===== src/hdl/hist_defines.svh =====
`ifndef HIST_DEFINES_SVH
`define HIST_DEFINES_SVH

// number of histogram bins, one per byte value
`define HIST_BINS 256

// width of a bin, of the running total and of the readout
`define HIST_COUNT_W 32

// default byte FIFO depth
`define HIST_FIFO_DEPTH 8

// end-of-file character, counting stops for good when it arrives
`define HIST_EOF_CHAR 8'h1A

`endif


===== src/hdl/spi_byte_rx.sv =====
`timescale 1ns/10ps

module spi_byte_rx (
    input  logic       clk,
    input  logic       rst,
    input  logic       sclk,
    input  logic       mosi,
    input  logic       cs_n,
    output logic [7:0] byte_data,
    output logic       byte_stb
);

    logic       sclk_s1, sclk_s2; // sclk synchronizer stages
    logic       cs_n_s1, cs_n_s2; // chip select synchronizer stages
    logic       mosi_s1, mosi_s2; // data synchronizer stages
    logic       sclk_d;           // previous synchronized sclk for edge detect
    logic       sclk_rise;
    logic [2:0] bit_cnt;          // bits already shifted into the current byte

    // control pins come up idle: sclk low, chip select released
    always_ff @(posedge clk or posedge rst) begin
        if (rst) begin
            sclk_s1 <= 1'b0;
            sclk_s2 <= 1'b0;
            sclk_d  <= 1'b0;
            cs_n_s1 <= 1'b1;
            cs_n_s2 <= 1'b1;
        end else begin
            sclk_s1 <= sclk;
            sclk_s2 <= sclk_s1;
            sclk_d  <= sclk_s2;
            cs_n_s1 <= cs_n;
            cs_n_s2 <= cs_n_s1;
        end
    end

    always_ff @(posedge clk) begin
        mosi_s1 <= mosi;
        mosi_s2 <= mosi_s1; // lines up with sclk_s2
    end

    assign sclk_rise = sclk_s2 & ~sclk_d; // mode 0 samples on the rising edge

    always_ff @(posedge clk or posedge rst) begin
        if (rst) begin
            bit_cnt  <= 3'd0;
            byte_stb <= 1'b0;
        end else begin
            byte_stb <= 1'b0;
            if (cs_n_s2) begin
                bit_cnt <= 3'd0; // a deselect abandons any partial byte
            end else if (sclk_rise) begin
                bit_cnt <= bit_cnt + 3'd1; // wraps to zero after the eighth bit
                if (bit_cnt == 3'd7) begin
                    byte_stb <= 1'b1;
                end
            end
        end
    end

    always_ff @(posedge clk) begin
        if (!cs_n_s2 && sclk_rise) begin
            byte_data <= {byte_data[6:0], mosi_s2}; // msb arrives first
        end
    end

endmodule


===== config.mk =====
export PLATFORM = sky130hd
export DESIGN_NAME = spi_byte_rx
export DESIGN_NICKNAME = d
export VERILOG_FILES = /design/src/hdl/hist_defines.svh /design/src/hdl/spi_byte_rx.sv
export SDC_FILE = /design/constraint.sdc
export NUM_CORES = 1
export LEC_CHECK = 0
export ABC_AREA = 1
export BUFFER_PORTS_ARGS = -buffer_cell sky130_fd_sc_hd__buf_2
export CORE_AREA = 2 2 39 41
export DETAILED_ROUTE_END_ITERATION = 8
export DIE_AREA = 0 0 41 43
export GPL_TIMING_DRIVEN = 0
export PLACE_DENSITY_LB_ADDON = 0.05
export SETUP_SLACK_MARGIN = 0.3
export SYNTH_ARGS = -nofsm -noshare
export SYNTH_HDL_FRONTEND = slang
export SYNTH_SLANG_ARGS = --single-unit

===== constraint.sdc =====
create_clock -name clk -period 2.44 [get_ports clk]
set_input_delay 0.244 -clock clk [delete_from_list [all_inputs] [get_ports clk]]
set_output_delay 0.244 -clock clk [all_outputs]
set_load 0.02 [all_outputs]

* Word-level counts from Yosys, hierarchy flattened *
Index checks and enable logic that the tools add are counted.

word-level totals
  flip-flop bits (word level) = 19
  bits of input ports = 5
  output and inout bits = 9
  logic and storage cells = 22

operators by class
  add/subtract/negate cells = 1
  equal/unequal tests = 1
  mux-type cells = 5
  bitwise operators = 2
  reduce and logical (&&, ||, !) cells = 3

operators by type and width
  cell                                          count
  2-to-1 mux 3 bit                              2
  adder 3 x 1 -> 3 bit (second input constant)  1
  equality test 3 bit (second input constant)   1
  2-to-1 mux 1 bit                              3
  nonzero test 2 bit                            1
  bitwise AND 1 bit                             1
  logical AND 1 bit                             1
  zero test 1 bit                               1
  inverter 1 bit                                1

* Depth between registers and ports, before layout *
  word-level depth = 4
  depth in mapped cells = 4
  mapped depth without buffers = 4

* Least setup slack after synthesis *
Ideal clock, no wire load.

  kind = flip-flop to flip-flop
  start = register sclk_d
  end = register byte_data[0], enable pin
  library setup time = 371 ps
  arrival = 872 ps
  data required time = 2069 ps
  setup slack = 1198 ps
  stages on the path, launching flop included = 4
  path buffers = 0
  period minus slack after synthesis = 1242 ps
  cells stage by stage = dfrtp_1 > inv_1 > nand2_1 > nor2_1

on the way
  longest elaborated chain between the ends = 3

ends and longest elaborated chain
  what                    line               RTL
  start, declared         spi_byte_rx.sv:16  logic sclk_d;
  start signal, assigned  spi_byte_rx.sv:31  sclk_d <= sclk_s2;
  inverter 1 bit          spi_byte_rx.sv:42  assign sclk_rise = sclk_s2 & ~sclk_d;
  bitwise AND 1 bit       spi_byte_rx.sv:42
  logical AND 1 bit       spi_byte_rx.sv:62  if (!cs_n_s2 && sclk_rise) begin
  end signal, assigned    spi_byte_rx.sv:63  byte_data <= {byte_data[6:0], mosi_s2};
  end, declared           spi_byte_rx.sv:9   output logic [7:0] byte_data,

No other way between the ends.
A chain may end at the register's enable or synchronous reset.

* Worst setup path in the final report *
  start = register sclk_d
  end = register byte_data[2], enable pin

The elaborated chain is that of the path after synthesis.

==> flow_summary_export.csv <==
group,metric,value,unit
run_status,status,"finished clean",
critical_path,crit_chain,"inv_1 -> nand2_1 -> nor2_1",
finish,area_growth,19.8,%
critical_path,cp.depth,3,
power_and_ir_drop,ir_drop,0.397,mV
global_route,track_usage,0.149,
finish,drive_gt1_frac,0.328,
timing,rsz0062_at_grt,"false",
finish,multi_input_area,87.6,sq um
global_route,grt_max_degree,11,
synthesis,yosysUniqueCellTypes,10,
critical_path,slowest_delay,0.50,ns
critical_path,worstPathArrival,1.32,ns
clock_network,ctsLongestPathBuffers,2,
critical_path,crit_path_end_kind,"register",
worst_hold_path,worstHoldStart,"cs_n",
floorplanning,die_h,43,microns
finish,seq_area,508,sq um
finish,n_antenna_cell,0,
worst_hold_path,whs_path_depth,1,
power_and_ir_drop,leakage,0.352,nW
placed_design,dpl.hpwl,765,microns
critical_path,crit_fanout,8,
finish,nNetsFinal,66,
timing,setup_tns,0,ns
finish,fill_cells,121,
critical_path,reg2reg_depth,3,
clock_network,clockRootBuffer,"clkbuf_4",
floorplanning,core_area,1380,sq um
drt,dr.pass1.iters,4,
critical_path,timing.rr.start,"sclk_d",
floorplanning,dieArea,1760,sq um
critical_path,crit_required,2.37,ns
critical_path,cp_slowest_cell,"nor2_1",
timing,period_needed,1.40,ns
timing,fin_ws,1.04,ns
critical_path,r2r_slack,1.04,ns
synthesis,seq_area_frac_synth,0.827,
critical_path,r2r-end,"byte_data[2]",
finish,finish.utilization,0.532,
placed_design,port_buffers,13,
floorplanning,ios,14,
flow_run,maxCapViolCount,0,
clock_network,cts_buffers,3,
drt,avgRoutedWirePerCell,13.3,microns
clock_network,cts-htree-levels,1,
timing,hold_viol_final,0,
worst_hold_path,hold_path.class,"primary input to register",
timing,finClkSkew,0.00624,ns
timing,whs,0.0432,ns
critical_path,worstSetupStartpointType,"register",
global_route,grt_pass1_wl,1610,microns
floorplanning,start_util,0.444,
timing,max-slew-margin-rel,0.586,
timing,tightest_slew,0.619,ns
finish,final_cell_area,736,sq um
synthesis,syn-num-nets,47,
critical_path,critPathKind,"register to register",
clock_network,clock_sinks,19,
placed_design,post-place-ws,1.04,ns
clock_network,clk-insertion-delay-late,0.29,ns
global_route,grt.overflow.total,0,
drt,first_iter_violations,3,
finish,final_cells,74,
placed_design,dpl_cell_area,699,sq um
placed_design,dpl.cell_count,69,
placed_design,gp_congestion,0.616,
worst_hold_path,whs_endpoint,"cs_n_s1",
synthesis,syn_inst,40,
power_and_ir_drop,power_density,714,nW/um^2
synthesis,yosys_warnings,0,
global_route,first_global_vias,379,
clock_network,clk_pin_slew,0.10,ns
clock_network,cts_setup_buffers,0,
drt,vias,363,
timing,fmax,717,MHz
synthesis,syn_avg_cell_area,15.4,sq um
critical_path,critPathBufInv,1,
timing,setup_viol,0,
drt,ant_nets,0,
floorplanning,rows,14,
timing,drv_slew,0,
floorplanning,die_w,41,microns
synthesis,synth.ff_latch_count,19,
global_route,antenna_found_initial,0,
drt,wl,986,microns
drt,drc,0,
power_and_ir_drop,power,526,uW
clock_network,cts_tree,"done",
synthesis,syn_area,614,sq um
drt,routed_via_density,4.91,
timing,period_share,0.572,
critical_path,cpLargestDelayFamily,"simple AND/OR/NAND/NOR gates",
placed cells by master (no fill, tap or decap):
cell type      Yosys  routed
buf_2              0      13
edfxtp_1           8       8
dfrtp_1            7       7
nand3_1            6       6
inv_1              5       5
nand2_1            5       5
clkbuf_4           0       3
nor2_1             2       2
ha_1               2       2
dfstp_2            2       2
dfxtp_1            2       2
nor2_2             1       1
clkbuf_1           0       1
dlygate4sd3_1      0       1
sequential cells by signal (all words and copies together), names as in the netlist:
signal	count
mosi_s2	1
mosi_s1	1
bit_cnt	3
sclk_d	1
byte_stb	1
byte_data	8
sclk_s2	1
cs_n_s2	1
cs_n_s1	1
sclk_s1	1
worst max-delay path by stage:
stage	from	end	slack, ns
floorplan	sclk_d	byte_data[0]	1.20
global placement	sclk_d	byte_data[0]	1.09
detailed placement	sclk_d	byte_data[1]	1.04
CTS	sclk_d	byte_data[4]	1.03
global route	sclk_d	byte_data[3]	0.96
finish	sclk_d	byte_data[2]	1.04
metal layers:
metal,part of all wire,track usage,vias to the layer above
li1,-,-,167
met1,0.38,0.148,181
met2,0.56,0.241,13
met3,0.044,0.0366,2
met4,0.014,0.120,0
met5,0,0,-
report_power, final:
part / leakage (nW) / total (mW) / internal, mW / switching, mW
registers: 0.201 / 0.351 / 0.345 / 0.00578
clock network: 0.0150 / 0.150 / 0.0635 / 0.0867
logic: 0.135 / 0.0245 / 0.00834 / 0.0161
total: 0.352 / 0.526 / 0.417 / 0.109
cells in the mapped netlist (all sizes together):
cell type  count  area share
ha             2       0.041
edfxtp         8        0.39
dfstp          2       0.086
nor2           3       0.022
dfxtp          2       0.065
inv            5       0.031
nand3          6       0.049
dfrtp          7        0.29
nand2          5       0.031
cells by family after synthesis:
group                      after synthesis  share of synthesized area
DFF                                     19                      0.827
and+or+nand+nor                         14                      0.102
buffers and inverters                    5                     0.0306
adders and majority gates                2                     0.0407
cell type report:
type,instances,area share
inverter,5,0.0255
tap,16,0.0272
clock buffer,4,0.0357
sequential,19,0.690
timing repair buffer,14,0.102
multi-input combinational,16,0.119
worst register-to-register path, delay by kind of cell, from the launching register on:
kind | cells | cell delay, ns
buffers and inverters | 1 | 0.05
flip-flops | 1 | 0.40
AND/OR/NAND/NOR | 2 | 0.59
repair_timing:
item | 4_1_cts | 5_1_grt
resized for setup | 0 | 0
hold endpoints to repair | 7 | 0
hold buffers | 1 | 0
Power figures use the tool's default switching activity.
