[config.mk]
export PLATFORM = sky130hd
export DESIGN_NAME = byte_fifo
export DESIGN_NICKNAME = d
export VERILOG_FILES = /design/src/hdl/byte_fifo.sv
export VERILOG_INCLUDE_DIRS = /design/src /design/src/hdl
export SDC_FILE = /design/constraint.sdc
export NUM_CORES = 1
export LEC_CHECK = 0
export ABC_CLOCK_PERIOD_IN_PS = 3400
export BUFFER_PORTS_ARGS = -buffer_cell sky130_fd_sc_hd__buf_2
export CAP_MARGIN = 20
export CORE_MARGIN = 2
export CORE_UTILIZATION = 62
export CTS_BUF_LIST = sky130_fd_sc_hd__clkbuf_8
export CTS_CLUSTER_DIAMETER = 100
export DETAILED_ROUTE_END_ITERATION = 10
export GPL_TIMING_DRIVEN = 0
export PLACE_DENSITY = 0.81
export SYNTH_ARGS = -nofsm -noshare
export SYNTH_HDL_FRONTEND = slang
export SYNTH_SLANG_ARGS = --single-unit
[constraint.sdc]
create_clock -name clk -period 3.4 [get_ports clk]
set_input_delay 0.17 -clock clk [delete_from_list [all_inputs] [get_ports clk]]
set_output_delay 0.17 -clock clk [all_outputs]
set_load 0.005 [all_outputs]
[src/hdl/hist_defines.svh]
`ifndef HIST_DEFINES_SVH
`define HIST_DEFINES_SVH

// number of histogram bins, one per byte value
`define HIST_BINS 256

// width of a bin, of the running total and of the readout
`define HIST_COUNT_W 32

// default byte FIFO depth
`define HIST_FIFO_DEPTH 8

// end-of-file character, counting stops for good when it arrives
`define HIST_EOF_CHAR 8'h1A

`endif

[src/hdl/byte_fifo.sv]
`timescale 1ns/10ps
`include "hist_defines.svh"

module byte_fifo #(
    parameter int DEPTH = `HIST_FIFO_DEPTH
) (
    input  logic       clk,
    input  logic       rst,
    input  logic       push,
    input  logic [7:0] push_data,
    input  logic       pop,
    output logic [7:0] pop_data,
    output logic       not_empty
);

    localparam int AW = (DEPTH > 1) ? $clog2(DEPTH) : 1;
    localparam int CW = $clog2(DEPTH + 1);
    localparam logic [AW-1:0] LAST = AW'(DEPTH - 1);

    logic [7:0]    mem [DEPTH];
    logic [AW-1:0] wr_ptr;
    logic [AW-1:0] rd_ptr;
    logic [CW-1:0] count;
    logic          full;
    logic          do_push;
    logic          do_pop;

    assign full      = (count == CW'(DEPTH));
    assign not_empty = (count != '0);
    assign do_push   = push && !full;     // a push into a full buffer is lost
    assign do_pop    = pop && not_empty;  // popping an empty buffer does nothing

    // show-ahead, the head entry is always on the output
    assign pop_data = mem[rd_ptr];

    always_ff @(posedge clk) begin
        if (do_push) begin
            mem[wr_ptr] <= push_data;
        end
    end

    always_ff @(posedge clk or posedge rst) begin
        if (rst) begin
            wr_ptr <= '0;
            rd_ptr <= '0;
            count  <= '0;
        end else begin
            if (do_push) begin
                wr_ptr <= (wr_ptr == LAST) ? '0 : wr_ptr + AW'(1); // depth need not be a power of two
            end
            if (do_pop) begin
                rd_ptr <= (rd_ptr == LAST) ? '0 : rd_ptr + AW'(1);
            end
            case ({do_push, do_pop})
                2'b10:   count <= count + CW'(1);
                2'b01:   count <= count - CW'(1);
                default: count <= count; // both or neither leave the level alone
            endcase
        end
    end

endmodule

=== Word-level counts from Yosys, hierarchy flattened ===
Memories as Yosys holds them, arrays and structs flattened.
Index checks and enable logic that the tools add are counted.

* Add/subtract/negate cells: 4
* Eq/ne operators: 5
* Multiplexer cells: 5
* Reduce and logical (&&, ||, !) cells: 5

{| class="wikitable"
|+ Operator list
! kind !! number
|-
| $pmux 4 s2 || 1
|-
| $add 3x1->3 const B || 2
|-
| $eq 3x3->1 const B || 2
|-
| $mux 3 || 2
|-
| $add 4x1->4 const B || 1
|-
| $eq 4x4->1 const B || 1
|-
| $reduce_bool 4->1 || 1
|-
| $sub 4x1->4 const B || 1
|-
| $eq 2x1->1 const B || 1
|-
| $eq 2x2->1 const B || 1
|-
| $logic_and 1x1->1 || 2
|-
| $mux 1 || 2
|-
| $reduce_bool 2->1 || 1
|-
| $logic_not 1->1 || 1
|}

* Register bits after elaboration: 10
* Bits in writable memories: 64
* Output and inout bits: 9
* Logic and storage cells: 23
* Memories: 1

{| class="wikitable"
|+ Memories
! memory !! depth !! width !! read ports !! clocked after memory_dff !! write ports !! RTL line !! text
|-
| mem || 8 || 8 || 1 || 0 || 1 || byte_fifo.sv:20 || <nowiki>logic [7:0] mem [DEPTH];</nowiki>
|}

=== Longest topological paths before layout ===
* Depth in word-level cells: 5
* Depth in mapped cells: 8
* Depth with buffers taken out: 8

=== Worst setup path after synthesis ===
No wires, ideal clock.

* Path kind: reg2reg
* Start: reg count[0]
* End: reg count[3]
* Setup time: 0.134 ns
* Data arrival time: 2.375 ns
* Required time: 3.266 ns
* Setup slack: 0.892 ns
* Cell stages (with the launch flop): 9
* Buffers on the path: 0
* Cell sequence: dfrtp_1 -> or4_4 -> nand2_2 -> inv_1 -> ha_1 -> ha_1 -> or4b_1 -> o311ai_0 -> o211ai_1

{| class="wikitable"
|+ RTL lines
! item !! RTL line !! text
|-
| start, declared || byte_fifo.sv:23 || <nowiki>logic [CW-1:0] count;</nowiki>
|-
| start signal, assigned || byte_fifo.sv:55 || <nowiki>2'b10: count <= count + CW'(1);</nowiki>
|-
| start signal, assigned || byte_fifo.sv:56 || <nowiki>2'b01: count <= count - CW'(1);</nowiki>
|-
| start signal, assigned || byte_fifo.sv:57 || <nowiki>default: count <= count;</nowiki>
|-
| $reduce_bool 4->1 * || byte_fifo.sv:29 || <nowiki>assign not_empty = (count != '0);</nowiki>
|-
| via not_empty || byte_fifo.sv:13 || <nowiki>output logic not_empty</nowiki>
|-
| $logic_and 1x1->1 * || byte_fifo.sv:31 || <nowiki>assign do_pop = pop && not_empty;</nowiki>
|-
| via do_pop || byte_fifo.sv:26 || <nowiki>logic do_pop;</nowiki>
|-
| $eq 2x1->1 / $eq 2x2->1 (equally long branches) || byte_fifo.sv:54 || <nowiki>case ({do_push, do_pop})</nowiki>
|-
| $pmux 4 s2 / $reduce_bool 2->1 (equally long branches) || -- ||
|}

The timed path passes the listed nets; every way through them passes the cells marked *.
A chain may end at the register's enable or synchronous reset.

=== Worst setup path in the final report ===
* Start: reg count[0]
* End: reg count[3]

{| class="wikitable"
|+ RTL lines
! item !! RTL line
|-
| $reduce_bool 4->1 * || byte_fifo.sv:29
|-
| $logic_and 1x1->1 * || byte_fifo.sv:31
|-
| via do_pop || byte_fifo.sv:26
|-
| $eq 2x1->1 / $eq 2x2->1 (equally long branches) || byte_fifo.sv:54
|-
| $pmux 4 s2 / $reduce_bool 2->1 (equally long branches) || --
|}

Marks and branches as above.

==> flow_metrics.tcl <==
set metrics [dict create \
    seq_area_frac_synth_pct 68.37 \
    fin_cells 273 \
    rsz0062_at_grt "no" \
    clock_latency_ns 0.34 \
    setup_tns_ns 0 \
    overflow 0 \
    utilization_pct 72.40 \
    root_buffer "clkbuf_8" \
    hold_viol 0 \
    clk_pin_slew_ns 0.07 \
    synth-compound-area-share_pct 2.087 \
    synth_cells 161 \
    synth_warnings 0 \
    finalPower_mw 3.082 \
    first_global_vias 1615 \
    numClockSinks 74 \
    synth_edf_count 64 \
    wl_per_cell_um 20.34 \
    grt_max_degree 13 \
    synth_top_family_by_area "multiplexers" \
    synthTopCellsByCount "64 x edfxtp_1, 10 x dfrtp_1, 8 x mux2_4, 8 x mux4_1, 8 x mux4_2" \
    vias_per_cell 5.890 \
    synthAdderAreaFrac_pct 3.387 \
    drive_above_1_share_pct 34.48 \
    avgSynthCellArea_um2 19.73 \
    synth_simple_gate_area_share_pct 4.411 \
    cp.arrival_ns 2.95 \
    grt_usage_pct 22.38 \
    dp_hpwl_um 3767 \
    slew_viol_final 0 \
    fp.coreArea_mm2 0.005010 \
    ys_ff_latch 74 \
    synth_top_area_cell "edfxtp_1" \
    cp-start-kind "flip-flop" \
    post_cts_buffers 0 \
    synthMuxAreaShare_pct 18.87 \
    grt_first_pass_wirelength_um 8411 \
    synth_top_area_share_pct 60.50 \
    synthFlopType "edfxtp_1" \
    final.min_clock_period_ns 2.732 \
    synth.cell_area_mm2 0.003177 \
    yosys.cell_count.top_type "edfxtp_1" \
    cts_tree "yes" \
    antenna_found_initial 0 \
    finalSetupViolCount 0 \
    synth_xor_area_share_pct 0.5514 \
    ir_drop_mv 0.4879 \
    synth_cell_types 36 \
    outcome "complete, no violations" \
    synthesis.nets 181 \
    max_clock_freq_mhz 366.1 \
    r2r_end "count[3]" \
    dr.pass1.iters 4 \
    initial_core_util_pct 63.41 \
    numCtsBuffers 9 \
    seqCellArea_mm2 0.002172 \
    leakagePower_nw 1.326 \
    worstRegToRegCells 8 \
    cp_data_required_time_ns 3.62 \
    die_width_um 75.58 \
    hold_start "push_data[0]" \
    routed_wl_um 5554 \
    cp_max_fo 9 \
    synth_area_leaders "edfxtp_1 60%, dfrtp_1 7.9%, mux4_1 6.6%, mux4_2 5.7%, mux2_4 3.8%" \
    drcViolationCount 0 \
    port_buffers 20 \
    die-area_mm2 0.005712 \
    multi_input_area_um2 937.1 \
    die_h_um 75.58 \
    r2r_slack_ns 0.67 \
    antenna_left 0 \
    fin_crit_sh_pct 80.34 \
    drt-initial-drc-count 103 \
    whs_path_depth 1 \
    powerDensity_mw_per_mm2 849.7 \
    nNetsFinal 218 \
    nFillCells 337 \
    routabilityCongestion 0.8180 \
    area_delta_synth_final_pct 14.18 \
    placed_cells 256 \
    cts_resized 0 \
    cap_violations 0 \
    critical_path.endpoint_type "flip-flop" \
    htree_num_levels 3 \
    n_antenna_cell 0 \
    vias 1608 \
    async_reset_ff_share_pct 13.51 \
    relSlewSlack_pct 37.85 \
    path_class "reg -> reg" \
    r2r_start "count[0]" \
    tightest_slew_ns 0.9289 \
    clock_skew_ns 0.007954 \
    hp-class "in -> reg" \
    rows 26 \
    clockBufferDepth 2 \
    holdPathEnd "mem[4][0]" \
    io_pins 21 \
]
==> where the power goes <==
group	total, mW	switching (mW)	internal, mW	leakage, nW
Combinational	1.10	0.499	0.600	0.518
Clock	0.707	0.302	0.405	0.108
Sequential	1.28	0.104	1.17	0.699
==> cells in the final DEF, fill, tap and decap left out, drive strengths merged, types with 2 or more instances in the layout <==
cell type	netlist	layout
edfxtp	64	64
buf	4	29
mux4	16	16
mux2	15	15
clkbuf	2	11
dfrtp	10	10
inv	7	8
ha	7	7
nor2	6	6
nor3	4	4
nand2	3	3
clkinv	0	3
o211ai	2	2
nand2b	2	2
nor3b	2	2
a21oi	2	2
bufinv	0	2
o21ai	2	2
==> per-stage QoR <==
step           hold WS (ns)  setup WS (ns)  instance area [um^2]
6_report            0.09153         0.6683                  3627
5_1_grt             0.09377         0.4963                  3627
4_1_cts             0.07731         0.6725                  3627
3_5_place_dp         0.1737         0.6800                  3408
3_3_place_gp         0.1464         0.7953                  3364
2_1_floorplan       0.01018         0.8915                  3177
==> registers in the layout, indices dropped and copies added (netlist names) <==
signal / cells
count: 4
mem: 64
rd_ptr: 3
wr_ptr: 3
==> critical path, cell delays in order (launching register included) <==
cell and delay [ns]:
dfrtp_1 0.46, or4_4 0.57, nand2_2 0.13, inv_1 0.06, ha_1 0.28, ha_1 0.38, or4b_1 0.49, o311ai_0 0.12
o211ai_1 0.13
==> how the worst max path moves through the flow <==
stage | start | slack (ns) | cells after the start | endpoint
after global placement | count[0] | 0.80 | 8 | count[3]
final | count[0] | 0.67 | 8 | count[3]
after global routing | count[0] | 0.50 | 7 | count[3]
after floorplan | count[0] | 0.89 | 8 | count[3]
after detailed placement | count[0] | 0.68 | 7 | count[3]
after CTS | count[0] | 0.67 | 8 | count[3]
==> what timing repair did <==
| item | in CTS | in global routing |
|---|---|---|
| endpoints found under the setup margin | 0 | 0 |
| hold buffers | 1 | 0 |
| hold endpoints to repair | 10 | 0 |
==> layout make-up <==
type / count / share of cell area (%)
plain buffers: 6 / 1.311
clock buffers: 9 / 3.415
clock inverters: 7 / 2.346
inverters: 7 / 0.7244
multi-input cells: 74 / 25.84
flip-flops and latches: 74 / 59.88
well taps: 70 / 2.415
repair buffers: 26 / 4.070
==> per-layer routing <==
| layer | wire length [um] | vias up | GRT usage [%] |
|---|---|---|---|
| met5 | 0 | - | 0 |
| met4 | 22 | 0 | 10.53 |
| met3 | 410 | 2 | 6.614 |
| met2 | 3002 | 48 | 37.49 |
| met1 | 2118 | 831 | 26.88 |
| li1 | - | 727 | - |
==> logic make-up after synthesis <==
kind of cell,count (synthesis)
flops,74
compound gates,8
fa+ha+maj,8
xor+xnor,2
buf+inv,13
simple gates,24
mux,32
(Power assumes the default switching activity.)
