### src/hdl/hist_defines.svh
`ifndef HIST_DEFINES_SVH
`define HIST_DEFINES_SVH

// number of histogram bins, one per byte value
`define HIST_BINS 256

// width of a bin, of the running total and of the readout
`define HIST_COUNT_W 32

// default byte FIFO depth
`define HIST_FIFO_DEPTH 8

// end-of-file character, counting stops for good when it arrives
`define HIST_EOF_CHAR 8'h1A

`endif

### src/hdl/hist_pkg.sv
package hist_pkg;

    // engine states, ST_CLEAR is the reset state
    typedef enum logic [2:0] {
        ST_CLEAR = 3'd0, // zero sweep over every bin
        ST_IDLE  = 3'd1, // waiting for a byte or a readout
        ST_READ  = 3'd2, // bin read issued to the SRAM
        ST_WAIT  = 3'd3, // read data comes back
        ST_WRITE = 3'd4, // incremented count goes back
        ST_HALT  = 3'd5, // end of file seen, bytes are drained
        ST_DUMP  = 3'd6  // readout read issued to the SRAM
    } engine_state_t;

    // SRAM opcodes.
    // one opcode per cycle, the memory is single ported
    typedef enum logic [1:0] {
        OP_NOP   = 2'd0, // memory idles, rdata holds
        OP_READ  = 2'd1, // rdata is loaded on the next edge
        OP_WRITE = 2'd2  // wdata is stored at addr
    } sram_op_t;

endpackage

### src/hdl/hist_engine.sv
`timescale 1ns/10ps
`include "hist_defines.svh"

module hist_engine (
    input  logic                     clk,
    input  logic                     rst,
    input  logic [7:0]               fifo_data,
    input  logic                     fifo_not_empty,
    output logic                     fifo_pop,
    output hist_pkg::sram_op_t       sram_op,
    output logic [7:0]               sram_addr,
    output logic [`HIST_COUNT_W-1:0] sram_wdata,
    input  logic [`HIST_COUNT_W-1:0] sram_rdata,
    input  logic                     bin_rd,
    input  logic [7:0]               bin_addr,
    output logic [`HIST_COUNT_W-1:0] bin_data,
    output logic                     bin_valid,
    output logic [`HIST_COUNT_W-1:0] total,
    output logic                     eof,
    output logic                     busy,
    output logic                     complete
);
    import hist_pkg::*;

    engine_state_t state;
    engine_state_t ret_state;  // where a readout goes back to
    logic [7:0]    clr_addr;   // clear sweep position
    logic          rd_pending; // readout arrived during an update
    logic [7:0]    rd_addr_q;  // address of the pending readout
    logic          dump_cap;   // readout data is on sram_rdata this cycle
    logic          can_serve;
    logic          dump_req;

    assign busy      = (state == ST_CLEAR);
    assign can_serve = (state == ST_IDLE) || (state == ST_HALT);
    assign dump_req  = bin_rd || rd_pending;

    // a readout wins over the next byte, which waits in the FIFO
    assign fifo_pop = can_serve && fifo_not_empty && !dump_req;

    // SRAM controls are registered, so each one is live during the state it belongs to
    always_ff @(posedge clk or posedge rst) begin
        if (rst) begin
            state      <= ST_CLEAR;
            ret_state  <= ST_IDLE;
            clr_addr   <= 8'd0;
            sram_op    <= OP_NOP;
            sram_addr  <= 8'd0;
            sram_wdata <= '0;
            total      <= '0;
            eof        <= 1'b0;
            complete   <= 1'b0;
            dump_cap   <= 1'b0;
        end else begin
            sram_op  <= OP_NOP;
            complete <= 1'b0;
            dump_cap <= 1'b0;
            case (state)
                ST_CLEAR: begin
                    sram_op    <= OP_WRITE;
                    sram_addr  <= clr_addr;
                    sram_wdata <= '0;
                    clr_addr   <= clr_addr + 8'd1;
                    if (clr_addr == 8'(`HIST_BINS - 1)) begin
                        state <= ST_IDLE; // last zero write lands during the first idle cycle
                    end
                end
                ST_IDLE, ST_HALT: begin
                    if (dump_req) begin
                        sram_op   <= OP_READ;
                        sram_addr <= bin_rd ? bin_addr : rd_addr_q;
                        ret_state <= state;
                        state     <= ST_DUMP;
                    end else if (fifo_not_empty && (state == ST_IDLE)) begin
                        if (fifo_data == `HIST_EOF_CHAR) begin
                            eof   <= 1'b1; // sticky until reset
                            state <= ST_HALT;
                        end else begin
                            sram_op   <= OP_READ;
                            sram_addr <= fifo_data; // the byte is its own bin address
                            state     <= ST_READ;
                        end
                    end
                end
                ST_READ: begin
                    state <= ST_WAIT;
                end
                ST_WAIT: begin
                    sram_op    <= OP_WRITE;
                    sram_wdata <= sram_rdata + `HIST_COUNT_W'(1);
                    state      <= ST_WRITE;
                end
                ST_WRITE: begin
                    total    <= total + `HIST_COUNT_W'(1);
                    complete <= 1'b1;
                    state    <= ST_IDLE;
                end
                ST_DUMP: begin
                    dump_cap <= 1'b1;
                    state    <= ret_state;
                end
                default: begin
                    state <= ST_IDLE;
                end
            endcase
        end
    end

    // a readout that cannot be served now waits for the update to finish
    always_ff @(posedge clk or posedge rst) begin
        if (rst) begin
            rd_pending <= 1'b0;
        end else if (can_serve) begin
            rd_pending <= 1'b0; // taken by the FSM in this same cycle
        end else if (bin_rd && !busy) begin
            rd_pending <= 1'b1;
        end
    end

    always_ff @(posedge clk) begin
        if (bin_rd && !busy && !can_serve) begin
            rd_addr_q <= bin_addr;
        end
    end

    always_ff @(posedge clk or posedge rst) begin
        if (rst) begin
            bin_valid <= 1'b0;
        end else begin
            bin_valid <= dump_cap;
        end
    end

    always_ff @(posedge clk) begin
        if (dump_cap) begin
            bin_data <= sram_rdata;
        end
    end

endmodule

### config.mk
export PLATFORM = sky130hd
export DESIGN_NAME = hist_engine
export DESIGN_NICKNAME = d
export VERILOG_FILES = /design/src/hdl/hist_pkg.sv /design/src/hdl/hist_engine.sv
export VERILOG_INCLUDE_DIRS = /design/src /design/src/hdl
export SDC_FILE = /design/constraint.sdc
export NUM_CORES = 1
export LEC_CHECK = 0
export ABC_CLOCK_PERIOD_IN_PS = 2850
export BUFFER_PORTS_ARGS = -buffer_cell sky130_fd_sc_hd__buf_4
export CAP_MARGIN = 20
export CORE_MARGIN = 3
export CORE_UTILIZATION = 40
export DETAILED_ROUTE_END_ITERATION = 16
export PLACE_DENSITY = 0.73
export SLEW_MARGIN = 25
export SYNTH_ARGS = -nofsm -noshare
export SYNTH_HDL_FRONTEND = slang
export SYNTH_SLANG_ARGS = --single-unit
export TNS_END_PERCENT = 10
### constraint.sdc
create_clock -name clk -period 2.85 [get_ports clk]
set_input_delay 0.285 -clock clk [delete_from_list [all_inputs] [get_ports clk]]
set_output_delay 0.285 -clock clk [all_outputs]
set_load 0.01 [all_outputs]
* Word level (Yosys, flattened, before mapping) *
Cells that the tools add are included.

operators by class
  mux-type cells = 19
  reductions and logical operators = 20
  bitwise operators = 1
  equality and inequality tests = 11
  add/subtract/negate cells = 3

operators by type and width
  cell                                                              number
  32-bit by 1-bit adder with 32-bit output (second input constant)  2
  32-bit one-hot mux with 2 select lines                            1
  8-bit two-way mux                                                 4
  8-bit one-hot mux with 2 select lines                             1
  3-bit one-hot mux with 5 select lines                             1
  3-bit two-way mux                                                 4
  3-bit == test (second input constant)                             3
  8-bit by 1-bit adder with 8-bit output (second input constant)    1
  8-bit by 5-bit == test with 1-bit output (second input constant)  1
  8-bit == test (second input constant)                             1
  1-bit two-way mux                                                 7
  3-bit by 2-bit == test with 1-bit output (second input constant)  2
  3-bit inequality test (second input constant)                     2
  2-bit nonzero test                                                3
  1-bit logical AND                                                 5
  2-bit one-hot mux with 2 select lines                             1
  2-bit AND reduction                                               2
  4-bit AND reduction                                               1
  2-bit OR reduction                                                2
  3-bit by 1-bit == test with 1-bit output (second input constant)  1
  1-bit logical NOT                                                 3
  3-bit logical NOT                                                 1
  3-bit AND reduction                                               1
  1-bit logical OR                                                  2
  2 further kinds                                                   2

word-level totals
  bits of input ports = 52
  output and inout port bits = 111
  register bits = 133
  logic and storage cells = 68

* Logic depth before layout (Yosys ltp) *
Gate-level depths: netlist (run 1).

  word-level depth = 5
  mapped depth = 7
  gate-level depth less buffers = 6

* Worst setup path after synthesis (run 1) *
OpenSTA, ideal clock, no wires.

  path kind = register to register
  start = register state[0]
  end = register total[30]
  setup time = 125 ps
  buffers on the path = 1
  stages on the path, launching flop included = 7
  arrival = 1712 ps
  required time = 2725 ps
  slack = 1013 ps
  period minus slack after synthesis = 1837 ps
  cells stage by stage = dfrtp_1 -> buf_2 -> and4bb_2 -> nand4_2 -> nor4_2 -> nand3_1 -> xnor2_1

between the ends
  word-level cells in the longest chain between the ends = 1

ends and longest elaborated chain
  element                   line                text
  start: declaration        hist_engine.sv:25   engine_state_t state;
  start signal: assignment  hist_engine.sv:100  state <= ret_state;
  3-bit == test             hist_engine.sv:58   case (state)
  end signal: assignment    hist_engine.sv:94   total <= total + `HIST_COUNT_W'(1);
  end: declaration          hist_engine.sv:18   output logic [`HIST_COUNT_W-1:0] total,

Every way passes these cells.
A chain may end at the register's enable or synchronous reset.

* Worst setup path in the final report (run 1) *
  start = register rd_pending
  end = output port fifo_pop

between the ends
  word-level cells in the longest chain between the ends = 3

ends and longest elaborated chain
  element                   line                text
  start: declaration        hist_engine.sv:28   logic rd_pending;
  start signal: assignment  hist_engine.sv:112  rd_pending <= 1'b0;
  start signal: assignment  hist_engine.sv:114  rd_pending <= 1'b0;
  start signal: assignment  hist_engine.sv:116  rd_pending <= 1'b1;
  1-bit logical OR          hist_engine.sv:36   assign dump_req = bin_rd || rd_pending;
  1-bit logical NOT         hist_engine.sv:39   assign fifo_pop = can_serve && fifo_not_empty && !dump_req;
  1-bit logical AND         hist_engine.sv:39
  end: declaration          hist_engine.sv:9    output logic fifo_pop,

Every way passes these cells.

==> results of run 1 <==
final cells by class:
cell class	instances	area share, %
clock inverter	8	1.27
tap	180	2.87
multi-input combinational	354	28.3
sequential	133	44.9
inverter	10	0.509
clock buffer	24	6.00
timing repair buffer	167	16.1
metrics by stage:
step,area (µm²),std cells
floorplan,5850,513
global placement,7290,844
detailed placement,7290,844
CTS,7860,876
global route,7860,876
finish,7860,876
cell usage in the layout (no fill, tap or decap), types with 4 or more instances in the layout:
cell type	count
clkbuf_16	17
dfrtp_1	92
xnor2_1	48
nor2b_1	4
clkbuf_1	5
nor3_1	11
nand2_1	79
and4_1	6
nand4_1	15
nand2b_1	4
nand3_1	22
nor4_1	8
inv_1	9
and2_1	4
buf_4	166
o21ai_1	5
and3_1	9
nor2_1	19
mux2i_1	16
xor2_1	18
a21oi_1	7
edfxtp_1	40
o21ai_0	45
sequential cells by signal, summed over array words and instances, names as in the netlist:
signal and cells:
sram_op 2, eof 1, ret_state 3, sram_wdata 32, bin_valid 1, dump_cap 1
total 32, rd_pending 1, state 3, bin_data 32, clr_addr 8, sram_addr 8
rd_addr_q 8, complete 1
final timing paths:
path | end | start | cells after the start
worst max-delay path | fifo_pop | rd_pending | 3
worst min-delay path | total[28] | rst | 2
worst max register to register | total[30] | state[1] | 5
worst min register to register | total[31] | total[31] | 1
max in group asynchronous | ret_state[0] | rst | 3
min in group clk | rd_addr_q[3] | bin_addr[3] | 1
logic make-up (layout without fill, tap and decap cells):
kind of cell    Yosys count  count (layout)  share of synthesized area (%)
compound gates           69              69                           6.43
xor+xnor                 66              66                           9.87
fa+ha+maj                 3               3                          0.641
buf+inv                  26             209                           1.71
flops                   133             133                           60.3
mux                      19              19                           3.31
simple gates            197             197                           17.7
worst max-delay path: stages (launching register included):
cell and delay [ns]:
dfrtp_1 0.58, nor2_1 0.50, and3_1 0.25, buf_4 0.12
power by group through the flow:
| stage | Clock, mW | Sequential, mW | Combinational (mW) |
|---|---|---|---|
| after floorplan | 0 | 2.01 | 0.0669 |
| after global placement | 0 | 2.01 | 0.169 |
| after detailed placement | 0 | 2.01 | 0.174 |
| after CTS | 2.15 | 1.97 | 0.176 |
| after global routing | 2.25 | 1.97 | 0.193 |
| final | 2.10 | 1.97 | 0.173 |
layer usage:
| layer | GRT usage, % | share of wire, % | vias to the layer above |
|---|---|---|---|
| li1 | - | - | 2156 |
| met1 | 23.4 | 43 | 2184 |
| met2 | 31.3 | 50 | 134 |
| met3 | 4.97 | 5.7 | 12 |
| met4 | 5.62 | 0.89 | 0 |
| met5 | 0 | 0 | - |
==> impl_metrics.toml, run 1 <==
[worst_setup_path]
path_class = "flop to primary output"
path_max_fanout = 11
reg2reg_slack_ns = 0.76
required_ns = 2.57
crit_arrival_ns = 1.87
cp-end-kind = "primary output"
start_kind = "flop"

[power]
p_int_mw = 3.38
p_clk_share_pct = 49.5
combPwrFrac_pct = 4.1
seq_power_share_pct = 46.4
p_leak_nw = 3.45
pwr_density_cell_mw_per_mm2 = 541
vdd_ir_drop_max_uv = 319
total_power_mw = 4.25
switching_power_mw = 0.870
p_sw_share_pct = 20.5

[floorplan]
dieHeight_um = 127
num_rows = 43
die_width_um = 127
initial_core_util_pct = 41.5
io-pin-count = 163
core_area_mm2 = 0.0141
die_area_mm2 = 0.0161

[timing]
fmaxAchievable_ghz = 0.465
final.period_utilization_pct = 75.5
worst_slack_ns = 0.698
fin_skew_ns = 0.00872
worst-slew-pin-transition_ns = 0.834
max_slew_margin_pct = 44.2
hold_slack_ns = 0.0182
setup_viol = 0
hold_viol = 0
period_minus_slack_ns = 2.15
rsz0062_at_grt = "false"
drv_slew = 0
tns_ns = 0

[clocking]
postCtsSetupBuffers = 0
cts_buffer_depth = 2
root_buffer = "clkbuf_16"
clk_latency_ns = 0.41
clkTransAtPathRegs_ns = 0.06
ctsHoldBuffers = 0
cts_max_level = 4
cts.sinks = 133
cts_tree = "done"
ctsResizeCount = 0
numCtsBuffers = 17

[synth]
synth_common_cells = "dfrtp_1, nand2_1, xnor2_1, o21ai_0, edfxtp_1"
synth_cell_types = 47
yosys_warnings = 0
netlist_instances = 513
synth_nets = 568
yosysSeqAreaShare_pct = 60.3
synth_area_leaders = "dfrtp_1, edfxtp_1, xnor2_1, nand2_1, o21ai_0"
synth.avg_cell_area_um2 = 11.4
ys_ff_latch = 133
ys.flop_type = "dfrtp_1"
synth_edf_count = 40
synth_top_cell_area_share_pct = 39.3
synth_area_mm2 = 0.00585
synthArstFlopShare_pct = 69.9
synth_most_common_cell = "dfrtp_1"
yosysTopAreaCell = "dfrtp_1"

[outcome]
outcome = "completed"

[routing]
drt-pass1-iter-count = 4
vias = 4486
first_iter_violations = 337
route.detailed.drc = 0
routed_via_density = 5.12
wl_um = 14500
ant_nets = 0
wl_per_cell_um = 16.6

[final_layout]
n_fill_cell = 1212
antenna_cells = 0
fin_util_pct = 55.8
areaGrowthSynthToFinish_pct = 34.2
drive_above_1_share_pct = 30.5
seq_area_mm2 = 0.00353
nets = 738
multiInputGateArea_mm2 = 0.00223

[flow_run]
cap_violations = 0

[placed_design]
portBuffers = 162
dp_hpwl_um = 10600
place.gp.congestion = 0.793
place_ws_ns = 0.652

[grt]
grt_max_degree = 61
antenna_found_initial = 0
grt_use_total_pct = 18.5
grt_overflow = 0
grt_pass1_vias = 4636
grt_pass1_wl_um = 23700

[hold_path]
timing.hold.worst.class = "input port to asynchronous set/reset pin"
No activity file was read; power rests on OpenSTA's default activity.
==> inputs of run 2 (changes only) <==
ABC_CLOCK_PERIOD_IN_PS = 1900   (was 2850)
clock period = 1.9 ns   (was 2.85 ns; I/O delays follow)
==> impl_metrics.toml, run 2 (synthesis gave the netlist of run 1 again) <==
[outcome]
outcome = "completed"

[timing]
max_slew_margin_pct = 57.8
final.period_utilization_pct = 96.9
fmaxAchievable_ghz = 0.543
setup_viol = 0
tns_ns = 0
worst_slack_ns = 0.0586
drv_slew = 0
fin_skew_ns = 0.00621
worst-slew-pin-transition_ns = 0.632
period_minus_slack_ns = 1.84
rsz0062_at_grt = "false"
hold_viol = 0

[clocking]
clkTransAtPathRegs_ns = 0.06
clk_latency_ns = 0.42
root_buffer = "clkbuf_16"
cts_max_level = 4
numCtsBuffers = 17
cts.sinks = 133
cts_buffer_depth = 2
cts_tree = "done"

[worst_setup_path]
critPathBufInv = 2
reg2reg_from = "state[1]"
reg2reg_slack_ns = 0.13
path_max_fanout = 4
path_class = "input port to flop"
start_kind = "input port"
reg2reg_to = "total[17]"
crit_chain = "dlygate4sd3_1 > buf_4 > and4_4 > nand4_4 > or3_1 > or4_1 > nand3_1"
crit_arrival_ns = 2.20
critPathMaxStageDelay_ns = 0.56
required_ns = 2.26
crit_family = "simple AND/OR/NAND/NOR gates"
r2r_cells = 5
slowest_stage = "dlygate4sd3_1"
cp-end-kind = "flop"

[floorplan]
initial_core_util_pct = 41.5
die_width_um = 127
core_area_mm2 = 0.0141
io-pin-count = 163
num_rows = 43
dieHeight_um = 127
die_area_mm2 = 0.0161

[routing]
m1WireLength_um = 6530
drt-pass1-iter-count = 5
met3_length_um = 946
ant_nets = 0
route.detailed.drc = 0
wl_um = 15300
wl_per_cell_um = 16.4
highest_layer = "met4"
wl_met2_um = 7490
first_iter_violations = 366
routed_via_density = 5.09
vias = 4776

[placed_design]
place_ws_ns = 0.162
dp_hpwl_um = 10800
place.gp.congestion = 0.866
place_area_mm2 = 0.00744
portBuffers = 162

[hold_path]
whs_endpoint = "bin_data[2]"
hold_start = "sram_rdata[2]"
whs_path_depth = 1
timing.hold.worst.class = "input port to flop"

[final_layout]
final_cell_mix = "buf_4, dfrtp_1, nand2_1, xnor2_1, o21ai_0"
seq_area_mm2 = 0.00353
stdcell_area_mm2 = 0.00845
areaGrowthSynthToFinish_pct = 44.3
final_common_cell = "buf_4"
nets = 800
drive_above_1_share_pct = 31.1
antenna_cells = 0
n_fill_cell = 1159
fin_util_pct = 59.9
multiInputGateArea_mm2 = 0.00223
top_regs = "bin_data x32, sram_wdata x32, total x32"

[power]
vdd_ir_drop_max_uv = 490
pwr_density_cell_mw_per_mm2 = 775
p_leak_nw = 3.74
total_power_mw = 6.55

[grt]
grt_pass1_wl_um = 24600
grt_use_total_pct = 19.4
grt_pass1_vias = 4828
antenna_found_initial = 0
grt_max_degree = 37
grt_overflow = 0

[flow_run]
cap_violations = 0
[run 2: changes by cell type in the layout (fill, tap and decap cells not counted)]
cell / delta
or3_2: -1
clkbuf_1: -2
dlygate4sd3_1: +40
clkinv_4: -2
clkinv_2: +1
bufinv_16: -1
inv_4: +1
or3_1: +1
nor2_1: -1
buf_6: +1
clkbuf_8: +1
clkbuf_16: +2
buf_4: +21
nor2_2: +1
[run 2: cell type report]
class                   instances  share of cell area (%)
well taps                     180                    2.67
flip-flops and latches        133                    41.8
repair buffers                229                    21.7
inverters                      10                   0.489
multi-input cells             354                    26.4
clock inverters                 7                   0.740
clock buffers                  25                    6.25
[run 2: what timing repair did]
| action | in CTS | in global routing |
|---|---|---|
| endpoints found under the hold margin | 62 | 0 |
| setup buffers | 1 | 0 |
| endpoints found under the setup margin | 1 | 3 |
| hold buffers | 40 | 0 |
| gates resized for setup | 1 | 1 |
[run 2: layer usage]
metal | up-vias | GRT usage, %
met5 | - | 0
met4 | 0 | 7.95
met1 | 2311 | 24.3
li1 | 2280 | -
met2 | 156 | 32.0
met3 | 29 | 5.10
[run 2: worst max path at each step]
stage | from | end | slack, ns | depth (start not counted)
2_1_floorplan | state[0] | total[30] | 0.06 | 6
3_3_place_gp | state[1] | total[31] | 0.20 | 5
3_5_place_dp | state[1] | total[17] | 0.16 | 5
4_1_cts | sram_rdata[8] | sram_wdata[31] | 0.08 | 7
5_1_grt | state[0] | busy | 0.02 | 4
6_report | sram_rdata[11] | sram_wdata[31] | 0.06 | 7
[run 2: per-stage QoR]
step                std cells  hold WS [ns]
floorplan                 513         0.289
global placement          865         0.305
detailed placement        865         0.316
CTS                       938       0.00140
global route              938       0.00758
finish                    938        0.0246
[run 2: where the power goes]
group          total (mW)  internal, mW  leakage (nW)  switching (mW)
Clock                3.26          2.05         0.298            1.20
Sequential           2.95          2.95          1.63        0.000563
Combinational       0.336         0.172          1.82           0.164
Total                6.55          5.18          3.74            1.37
[run 2: worst register-to-register path, cell delays in order, from the launching register on]
cell      delay, ns
dfrtp_1        0.37
and4bb_2       0.34
nand3_2        0.15
nor4_1         0.48
nand3_1        0.16
xnor2_1        0.15
==> inputs of run 3 (changes only) <==
CORE_UTILIZATION = 45   (was 40)
PLACE_DENSITY = 0.8   (was 0.73)
==> impl_metrics.toml, run 3 (synthesis gave the netlist of run 1 again) <==
[outcome]
outcome = "completed"

[worst_setup_path]
reg2reg_slack_ns = 0.12
path_max_fanout = 4
path_class = "input port to flop"
crit_arrival_ns = 2.21
reg2reg_from = "state[0]"
start_kind = "input port"
cp-end-kind = "flop"
cp-endpoint = "sram_wdata[31]"
reg2reg_to = "total[31]"
setup.worst_path.start = "sram_rdata[11]"
required_ns = 2.26
r2r_cells = 5

[floorplan]
initial_core_util_pct = 46.2
num_rows = 41
io-pin-count = 163
dieHeight_um = 120
die_area_mm2 = 0.0144
die_width_um = 120
core_area_mm2 = 0.0127

[grt]
grt_use_total_pct = 22.4
grt_pass1_wl_um = 25300
grt_overflow = 0
grt_pass1_vias = 5013
antenna_found_initial = 0
grt_max_degree = 94

[final_layout]
seq_area_mm2 = 0.00353
antenna_cells = 0
areaGrowthSynthToFinish_pct = 44.2
drive_above_1_share_pct = 31.1
stdcell_area_mm2 = 0.00844
n_fill_cell = 866
nets = 797
multiInputGateArea_mm2 = 0.00226
final_common_cell = "buf_4"
final_cell_mix = "buf_4, dfrtp_1, nand2_1, xnor2_1, o21ai_0"
fin_util_pct = 66.6
top_regs = "bin_data x32, sram_wdata x32, total x32"

[timing]
fmaxAchievable_ghz = 0.538
worst-slew-pin-transition_ns = 0.520
worst_slack_ns = 0.0427
drv_slew = 0
period_minus_slack_ns = 1.86
final.period_utilization_pct = 97.8
fin_skew_ns = 0.0108
rsz0062_at_grt = "true"
hold_viol = 0
hold_slack_ns = 0.0267
max_slew_margin_pct = 65.2
setup_viol = 0

[hold_path]
whs_path_depth = 1
timing.hold.worst.class = "input port to flop"

[placed_design]
dp_hpwl_um = 10800
place.gp.congestion = 0.816
place_area_mm2 = 0.00740
portBuffers = 162
place_ws_ns = 0.110

[clocking]
cts_buffer_depth = 2
cts_max_level = 4
root_buffer = "clkbuf_16"
clk_latency_ns = 0.42
numCtsBuffers = 17
clkTransAtPathRegs_ns = 0.06
cts_tree = "done"
cts.sinks = 133

[routing]
drt-pass1-iter-count = 5
wl_um = 15800
wl_per_cell_um = 17.0
vias = 4854
ant_nets = 0
route.detailed.drc = 0
routed_via_density = 5.24
first_iter_violations = 404

[power]
p_leak_nw = 3.74
vdd_ir_drop_max_uv = 521
total_power_mw = 6.55
pwr_density_cell_mw_per_mm2 = 776

[flow_run]
cap_violations = 0
## run 3: worst min path at each step
| stage | from | to | slack (ns) |
|---|---|---|---|
| floorplan | sram_rdata[0] | bin_data[0] | 0.29 |
| CTS | sram_rdata[3] | bin_data[3] | 0.0008 |
| global placement | rst | total[21] | 0.38 |
| global route | sram_rdata[3] | bin_data[3] | 0.01 |
| finish | sram_rdata[3] | bin_data[3] | 0.03 |
| detailed placement | bin_addr[7] | rd_addr_q[7] | 0.38 |
## run 3: worst max-delay path, cell delays in order
cell and delay (ns):
dlygate4sd3_1 0.56, buf_4 0.13, and4_4 0.25, nand4_4 0.11, or3_1 0.40, or4_1 0.49
nand3_1 0.08
## run 3: cell type report
class | count | share of cell area, %
inverters | 10 | 0.489
clock buffers | 24 | 5.84
repair buffers | 226 | 21.5
clock inverters | 8 | 1.13
well taps | 172 | 2.55
flip-flops and latches | 133 | 41.8
multi-input cells | 354 | 26.7
## run 3: power by group
| part | switching [mW] | leakage, nW | internal, mW |
|---|---|---|---|
| clock | 1.18 | 0.290 | 2.07 |
| combinational | 0.169 | 1.82 | 0.169 |
| sequential | 0.000851 | 1.63 | 2.95 |
| total | 1.35 | 3.74 | 5.20 |
## run 3: layer usage
layer | GRT usage, % | share of wire (%) | up-vias | wire, µm
li1 | - | - | 2275 | -
met1 | 26.8 | 41 | 2365 | 6430
met4 | 10.2 | 2.6 | 0 | 407
met3 | 5.14 | 4.8 | 37 | 760
met5 | 0 | 0 | - | 0
met2 | 38.4 | 52 | 177 | 8190
## run 3: repair_timing
| item | 4_1_cts | 5_1_grt |
|---|---|---|
| setup endpoints to repair | 0 | 9 |
| buffers inserted | 0 | 3 |
| gates resized for setup | 0 | 6 |
| hold buffers | 40 | 0 |
| endpoints found under the hold margin | 132 | 0 |
## run 3: stage by stage
stage	cells	setup TNS, ns
finish	927	0
global route	927	-0.00617
CTS	924	0
detailed placement	852	0
global placement	852	0
floorplan	513	0
